[config.mk]
export PLATFORM = sky130hd
export DESIGN_NAME = clause_fifo
export DESIGN_NICKNAME = d
export VERILOG_FILES = /design/src/sat_pkg.sv /design/src/clause_fifo.sv
export SDC_FILE = /design/constraint.sdc
export NUM_CORES = 1
export LEC_CHECK = 0
export ABC_AREA = 1
export ABC_CLOCK_PERIOD_IN_PS = 5000
export BUFFER_PORTS_ARGS = -buffer_cell sky130_fd_sc_hd__buf_4
export CORE_ASPECT_RATIO = 1.4
export CORE_MARGIN = 1.5
export CORE_UTILIZATION = 45
export CTS_CLUSTER_DIAMETER = 100
export DETAILED_ROUTE_END_ITERATION = 12
export PLACE_DENSITY = 0.58
export SYNTH_ARGS = -nofsm -noshare
export SYNTH_HDL_FRONTEND = slang
export SYNTH_SLANG_ARGS = --single-unit
[constraint.sdc]
create_clock -name clk_i -period 5 [get_ports clk_i]
set_input_delay 0.75 -clock clk_i [delete_from_list [all_inputs] [get_ports clk_i]]
set_output_delay 0.75 -clock clk_i [all_outputs]
set_load 0.005 [all_outputs]
[src/sat_pkg.sv]
package sat_pkg;

    // clause geometry
    localparam int NSAT       = 3;                   // literals per clause
    localparam int LIT_ADDR_W = 12;                  // one literal address
    localparam int CLAUSE_W   = NSAT * LIT_ADDR_W;   // 36 bits

    // unsat clause buffer, depth must stay a power of two
    localparam int BUF_DEPTH  = 256;
    localparam int BUF_ADDR_W = $clog2(BUF_DEPTH);  // 8 bits

    // mod-m selection datapath
    localparam int RAND_W  = 18;  // external random number
    localparam int RECIP_W = 32;  // all fractional bits of 1/m

    // newly unsat clauses wait here
    localparam int FIFO_DEPTH = 8;
    localparam int FIFO_PTR_W = $clog2(FIFO_DEPTH);

    // one clause as three literal addresses
    typedef struct packed {
        logic [LIT_ADDR_W-1:0] lit0;
        logic [LIT_ADDR_W-1:0] lit1;
        logic [LIT_ADDR_W-1:0] lit2;
    } clause_t;

endpackage

[src/clause_fifo.sv]
`timescale 1ns/1ps

module clause_fifo (
    input  logic             clk_i,
    input  logic             rst_i,
    input  logic             push_i,       // one-cycle strobe
    input  sat_pkg::clause_t push_data_i,
    input  logic             pop_i,
    output sat_pkg::clause_t head_o,       // oldest clause, no read latency
    output logic             empty_o,
    output logic             full_o
);
    import sat_pkg::*;

    clause_t               mem [FIFO_DEPTH];
    logic [FIFO_PTR_W-1:0] wr_ptr_q;
    logic [FIFO_PTR_W-1:0] rd_ptr_q;
    logic [FIFO_PTR_W:0]   used_q;    // occupancy, 0..FIFO_DEPTH
    logic                  do_push;
    logic                  do_pop;

    assign empty_o = (used_q == '0);
    assign full_o  = (used_q == (FIFO_PTR_W+1)'(FIFO_DEPTH));
    assign do_push = push_i & ~full_o;   // push to full is dropped
    assign do_pop  = pop_i & ~empty_o;
    assign head_o  = mem[rd_ptr_q];

    always_ff @(posedge clk_i) begin
        if (do_push) begin
            mem[wr_ptr_q] <= push_data_i;
        end
    end

    // pointers wrap on their own, depth is a power of two
    always_ff @(posedge clk_i) begin
        if (rst_i) begin
            wr_ptr_q <= '0;
            rd_ptr_q <= '0;
            used_q   <= '0;
        end else begin
            if (do_push) begin
                wr_ptr_q <= wr_ptr_q + 1'b1;
            end
            if (do_pop) begin
                rd_ptr_q <= rd_ptr_q + 1'b1;
            end
            case ({do_push, do_pop})
                2'b10:   used_q <= used_q + 1'b1;
                2'b01:   used_q <= used_q - 1'b1;
                default: used_q <= used_q;  // none, or one in and one out
            endcase
        end
    end

    // the selector pops only a head it has seen
    a_no_pop_empty: assert property (@(posedge clk_i) disable iff (rst_i)
        pop_i |-> !empty_o)
        else $error("clause_fifo: pop while empty");

    // the solver must not produce more newly unsat clauses than fit
    a_no_push_full: assert property (@(posedge clk_i) disable iff (rst_i)
        push_i |-> !full_o)
        else $error("clause_fifo: push while full, clause lost");

endmodule

# ---- Word level (Yosys, flattened, before mapping)
# Memory sizes are Yosys's and may differ from the RTL's. A register that Yosys moved wholly into a read port is not among the register bits.
# Cells that the tools add are included.
dict set report classes {
  mux 5
  n_addsub 4
  n_bitwise 4
  eq_ne 3
  reduce_logical 2
}
# operator n
set ops {}
lappend ops {{$pmux 4 s2} 1}
lappend ops {{$add 3x1->3 const B} 2}
lappend ops {{$mux 3} 2}
lappend ops {{$add 4x1->4 const B} 1}
lappend ops {{$eq 4x4->1 const B} 1}
lappend ops {{$logic_not 4->1} 1}
lappend ops {{$sub 4x1->4 const B} 1}
lappend ops {{$and 1x1->1} 2}
lappend ops {{$eq 2x1->1 const B} 1}
lappend ops {{$eq 2x2->1 const B} 1}
lappend ops {{$mux 1} 2}
lappend ops {{$not 1->1} 2}
lappend ops {{$reduce_bool 2->1} 1}
dict set report word_totals {
  mem_bits_rw 288
  memories 1
  ff_bits 10
}
# memory depth width read_ports rd_clocked_by_memory_dff wr line
set mem_list {}
lappend mem_list {mem 8 36 1 1 1 clause_fifo.sv:15} ;# clause_t mem [FIFO_DEPTH];

# ---- Logic depth before layout (Yosys ltp)
# Gate-level depths: netlist of run 1.
dict set report logic_depth {
  ltp_word 5
  mapped_depth 14
}

# ---- Worst setup path before layout of run 1
# OpenSTA, ideal clock, no wires.
dict set report synth_path {
  kind {input to register}
  from {in push_i}
  to {mem mem[1][0] (netlist name) (enable)}
  path_stages 4
  setup_slack_ns 1.984
  t_required_ns 4.571
  setup_time_ns 0.429
  t_arrival_ns 2.587
  cell_sequence {nand2_1 -> nor2_1 -> inv_1 -> nor2_1}
}
dict set report synth_via {
  elab_chain_len 3
}
# item line
set synth_rtl {}
lappend synth_rtl {{start: declaration} clause_fifo.sv:6} ;# input logic push_i,
lappend synth_rtl {{$and 1x1->1} clause_fifo.sv:24} ;# assign do_push = push_i & ~full_o;
lappend synth_rtl {{$mux 1} clause_fifo.sv:29} ;# if (do_push) begin
lappend synth_rtl {{$mux 1 (implied by the code)} clause_fifo.sv:30} ;# mem[wr_ptr_q] <= push_data_i;
lappend synth_rtl {{end: declaration} clause_fifo.sv:15}
# Every way passes these cells.

==> out/results.tsv, run 1 <==
metric	value	unit
r2r_start	used_q[0]	
criticalPathCategory	reg -> out	
cts_buffers	29	
cp_max_fo	99	
grt_max_degree	109	
drive_gt1_frac	0.145	
fp.dieW	140	um
drv_cap	0	
holdPathEnd	mem[6][24]	
cp.arrival	2.58	ns
clock_latency	0.53	ns
io_pins	78	
core	26100	sq um
grt_overflow	0	
critPathTopFamily	flip-flops	
period_needed	3.33	ns
slowest_delay	0.98	ns
gp_congestion	0.742	
cp-start-kind	register	
critPathCaptureType	primary output	
yosysUniqueCellTypes	27	
final-setup-viol-count	0	
syn_to_final_growth	14.3	%
grt_antenna_before_repair	0	
clk_pin_slew	0.06	ns
dp_hpwl	13.0	mm
ys_ff_latch	301	
finalCritPeriodShare	0.667	
chipHeight	195	um
io_buffers	77	
leakage	0.00471	uW
holdBufCountCts	0	
syn_nets	950	
hp-start	push_data_i[24]	
critPathBufInv	2	
start_util	0.456	
rsz0062_at_grt	no	
cts_setup_buffers	0	
powerDensity	471	nW/um^2
cts.htree.levels	1	
wirelength	24.6	mm
detail_route.iter0.violations	504	
worstReg2RegEnd	mem[5][2]	
detail-route-antenna-nets	0	
rrSetupSlack	2.43	ns
antennaDiodeCount	0	
cp_slowest_cell	dfxtp_4	
ir_worst_vdd	447	uV
fin_skew	0.0153	ns
root_buffer	clkbuf_16	
clock_sinks	301	
final_cell_area	13600	sq um
place_area	12700	sq um
synth_flop_cell	edfxtp_1	
worst-endpoint-required	4.25	ns
status	complete, no violations	
worstRegToRegCells	7	
syn_inst	905	
rows	70	
grt_pass1_vias	6914	
worstMarginPinSlew	1.19	ns
slew_headroom	0.210	
synth_seq_area_share	0.749	
yosysWarnings	0	
grtUsageTotal	0.181	
syn_area	11900	sq um
clock_path_buffers	3	
finalSetupTns	0	ns
cts_tree	done	
die_area	27400	sq um
hold_path_depth	1	
maxSlewViolCount	0	
hold_viol_final	0	
detail_route.first_pass.iterations	4	
cts-resized-gates	0	
vias_per_cell	5.35	
drc	0	
synth_edf_count	288	
clock.fmax	0.300	GHz
fin_nets	1021	
grt_pass1_wl	38.5	mm
async_reset_ff_frac	0	
wire_per_inst	18.6	um
min-delay-path-class	in -> reg	
crit_chain	buf_4 > o21ai_0 > o21ai_0 > nand2_1 > nand2_1 > buf_4	
vias	7065	
syn_avg_cell_area	13.1	sq um
-- area by class of cell --
cell class / instances / area (sq um)
fillers: 2235 / 12500
multi-input cells: 533 / 2650
flip-flops and latches: 301 / 8920
clock buffers: 33 / 741
repair buffers: 91 / 683
well taps: 324 / 405
clock inverters: 18 / 120
inverters: 20 / 77.6
-- per-stage QoR --
step,worst slack [ns],hold WS (ns),power [uW],cells,utilization
after floorplan,1.98,0.458,3990,905,-
after global placement,2.15,0.477,4480,1269,0.488
after detailed placement,2.13,0.478,4490,1269,0.488
after CTS,1.60,0.423,6480,1320,0.521
after global routing,1.43,0.430,6730,1320,0.521
final,1.67,0.446,6410,1320,0.521
-- sequential cells by signal, summed over array words and instances, names as in the netlist, named ones only --
signal    cells
mem         288
wr_ptr_q      3
used_q        4
rd_ptr_q      3
-- cell families (layout without fill, tap and decap cells) --
group,after synthesis,count (layout),synth area share
adders and majority gates,5,5,0.00526
muxes,36,36,0.0303
xor gates and xnor gates,3,3,0.00221
AOI/OAI and AO/OA,193,193,0.0852
buffers and inverters,71,162,0.0332
and+or+nand+nor,296,296,0.0951
DFF,301,301,0.749
-- routing by layer --
| layer | part of all wire | vias up | track usage |
|---|---|---|---|
| li1 | - | 3397 | - |
| met1 | 0.44 | 3473 | 0.246 |
| met2 | 0.49 | 150 | 0.305 |
| met3 | 0.045 | 45 | 0.0250 |
| met4 | 0.024 | 0 | 0.0565 |
| met5 | 0 | - | 0 |
-- cell usage after synthesis (2+ instances only) --
master,n,area share
o21ai_0,115,0.048
buf_12,2,0.0034
o22ai_1,36,0.019
inv_1,18,0.0057
clkbuf_1,23,0.0073
nor3b_1,2,0.0013
nand2_1,127,0.040
o21ai_1,33,0.014
mux2i_1,36,0.030
buf_8,2,0.0025
nor2_1,158,0.050
buf_6,6,0.0057
nor3_1,2,0.00084
buf_2,15,0.0063
ha_1,5,0.0053
edfxtp_1,288,0.73
nand3_1,6,0.0025
xnor2_1,2,0.0015
a21oi_1,8,0.0034
buf_4,2,0.0013
dfxtp_1,13,0.022
-- report_power, final --
group	leakage [uW]	internal [uW]	switching, uW
registers	0.00272	2940	90.0
logic	0.00157	541	848
clock network	0.000426	1110	881
-- placed cells by master, fill, tap and decap left out, types with 2 or more instances in the layout --
cell | Yosys | routed
edfxtp_1 | 288 | 288
nor2_1 | 158 | 150
nand2_1 | 127 | 127
o21ai_0 | 115 | 115
buf_4 | 2 | 91
mux2i_1 | 36 | 36
o22ai_1 | 36 | 36
o21ai_1 | 33 | 33
clkbuf_16 | 0 | 29
inv_1 | 18 | 18
dfxtp_1 | 13 | 10
clkinv_1 | 1 | 8
nor2_4 | 0 | 8
a21oi_1 | 8 | 8
clkinv_2 | 0 | 8
nand3_1 | 6 | 6
ha_1 | 5 | 5
clkbuf_1 | 23 | 4
xnor2_1 | 2 | 2
nor3_1 | 2 | 2
nor3b_1 | 2 | 2
dfxtp_4 | 0 | 2
-- worst max-delay path by stage --
stage                        start  slack [ns]    endpoint  cells after the start
after CTS                 register        1.60  head_o[13]                      6
after global routing      register        1.43  head_o[22]                      6
after global placement      push_i        2.15  mem[7][23]                      6
final                     register        1.67  head_o[13]                      6
after detailed placement    push_i        2.13  mem[7][24]                      6
after floorplan             push_i        1.98   mem[1][0]                      4
No activity file was read; power rests on OpenSTA's default activity.
==> inputs of run 2 (changes only) <==
- ABC_AREA: 1 -> 0
- ABC_CLOCK_PERIOD_IN_PS: 5000 -> 3500
- clock period: 5 -> 3.5 ns (I/O delays scaled with it)
==> run 2 against run 1 <==
The flow now finishes with violations (DRC). Highest routed layer unchanged. Routed wire length is 11% lower. Critical path type unchanged. Largest cell class unchanged. Sequential cell count stayed put. Synthesized cell count fell by 46%.
==> out/results.tsv, run 2 <==
metric	value	unit
vias_per_cell	5.58	
largest_register	mem	
chipHeight	193	um
drc	8	
cts_buffers	29	
worstMarginPinSlew	0.784	ns
clock.fmax	0.319	GHz
p_int	7000	uW
grt_use_met2	0.297	
seqCellArea	8920	sq um
power	9230	uW
syn_nets	535	
synth_common_cells	edfxtp_1, mux4_1, mux2_2	
root_buffer	clkbuf_16	
synth_edf_count	288	
fp.dieW	139	um
detail_route.iter0.violations	276	
clock_latency	0.54	ns
hold_viol_final	0	
slew_headroom	0.476	
rsz0062_at_grt	no	
yosysUniqueCellTypes	32	
start_util	0.458	
gp_congestion	0.679	
clock_sinks	301	
final_cell_area	13700	sq um
period_needed	3.14	ns
syn_area	11700	sq um
fill_cells	1961	
cpMostUsedCell	buf_4	
io_pins	78	
slowest_delay	0.76	ns
final_util	0.537	
finalSetupTns	0	ns
grt_antenna_before_repair	1	
cp-start-kind	register	
ir_worst_vdd	496	uV
grtUsageTotal	0.166	
final-setup-viol-count	0	
clk_pin_slew	0.06	ns
largestRegisters	mem (288), used_q (4)	
synth_seq_area_share	0.764	
cts-resized-gates	0	
grt_overflow	0	
status	finished, violations left	
yosysWarnings	0	
hold_slack	0.215	ns
cts.htree.levels	1	
crit_chain	buf_4 > mux4_1 > mux2_2 > buf_4	
yosysMostFrequentCell	edfxtp_1	
die_area	26900	sq um
top_usage_layer	met2	
cp.arrival	2.61	ns
seq_power_share	0.479	
largest_reg_flops	288	
ys_ff_latch	301	
critPathCaptureType	primary output	
grt_util_met1	0.213	
criticalPathCategory	reg -> out	
fin_skew	0.0120	ns
grt_pass1_wl	33.7	mm
fin_nets	638	
cts_tree	done	
drive_gt1_frac	0.357	
cts_setup_buffers	0	
detail_route.first_pass.iterations	10	
cp_slowest_cell	dfxtp_4	
holdBufCountCts	0	
powerDensity	675	nW/um^2
rows	69	
grt_max_degree	43	
met3_usage	0.0257	
p_sw_frac	0.242	
multiInputGateArea	2650	sq um
detail-route-antenna-nets	0	
async_reset_ff_frac	0	
final_common_cell	edfxtp_1	
violations	DRC	
clkPwrFrac	0.318	
syn_to_final_growth	17.2	%
syn_inst	490	
drv_cap	0	
wirelength	21.9	mm
synth.largest_area_cell	edfxtp_1	
synthTopCellsByArea	edfxtp_1, mux4_1, mux4_2	
cp_max_fo	32	
grt_pass1_vias	5667	
pwr-share-comb	0.203	
synth_top_area_share	0.741	
synth_flop_cell	edfxtp_1	
maxSlewViolCount	0	
io_buffers	77	
syn_avg_cell_area	23.8	sq um
finalCritPeriodShare	0.897	
min-delay-path-class	in -> reg	
leakage	0.00446	uW
worst-endpoint-required	2.97	ns
switching_power	2230	uW
dp_hpwl	12.4	mm
core	25500	sq um
clock_path_buffers	3	
wire_per_inst	23.4	um
place_area	12800	sq um
vias	5207	
layout_common_cells	edfxtp_1, buf_4, mux4_1, mux2_2, mux4_2	
## run 2: cell types whose count changed after synthesis, moves of 36 or more
cell     before  now
nand2_1     127    4
o22ai_1      36    0
o21ai_0     115    1
nor2_1      158   12
mux4_1        0   42
mux2_2        0   38
## run 2: critical path, delay by kind of cell, from the launching register on
family / cells / cell delay [ns]
buf+inv: 2 / 0.46
flops: 1 / 0.76
mux: 2 / 0.86
## run 2: final timing paths
| check | from | endpoint | slack (ns) | cells after the start |
|---|---|---|---|---|
| setup / recovery | register | head_o[35] | 0.36 | 4 |
| hold / removal | push_data_i[6] | mem[7][6] | 0.22 | 1 |
| setup reg to reg | used_q[1] | used_q[3] | 0.90 | 7 |
| hold reg to reg | rd_ptr_q[2] | register | 0.53 | 2 |
## run 2: metal layers
metal	up-vias	wire (um)
li1	2306	-
met1	2769	9180
met2	116	11600
met3	16	887
met4	0	215
met5	-	0
## run 2: through the flow
step / setup slack, ns / std cells
2_1_floorplan: -0.246 / 490
3_3_place_gp: 0.858 / 881
3_5_place_dp: 0.859 / 881
4_1_cts: 0.281 / 932
5_1_grt: 0.200 / 933
6_report: 0.361 / 933
## run 2: area by class of cell
type	instances	area share
flip-flops and latches	301	0.652
inverters	1	0.000275
clock buffers	32	0.0539
well taps	319	0.0292
clock inverters	19	0.0121
repair buffers	96	0.0582
diodes	1	0.000183
multi-input cells	164	0.194
## run 2: cells by family after synthesis
| family | Yosys count | share of synthesized area |
|---|---|---|
| xor+xnor | 7 | 0.00526 |
| fa+ha+maj | 5 | 0.00536 |
| buf+inv | 25 | 0.0147 |
| simple gates | 33 | 0.0154 |
| flops | 301 | 0.764 |
| mux | 112 | 0.191 |
| compound gates | 7 | 0.00451 |
## run 2: power groups by stage
stage | sequential [uW] | clock, uW | combinational, uW
CTS | 4440 | 3000 | 1930
detailed placement | 4510 | 0 | 1920
finish | 4420 | 2930 | 1870
global placement | 4500 | 0 | 1890
floorplan | 4360 | 0 | 1330
global route | 4460 | 3140 | 2030
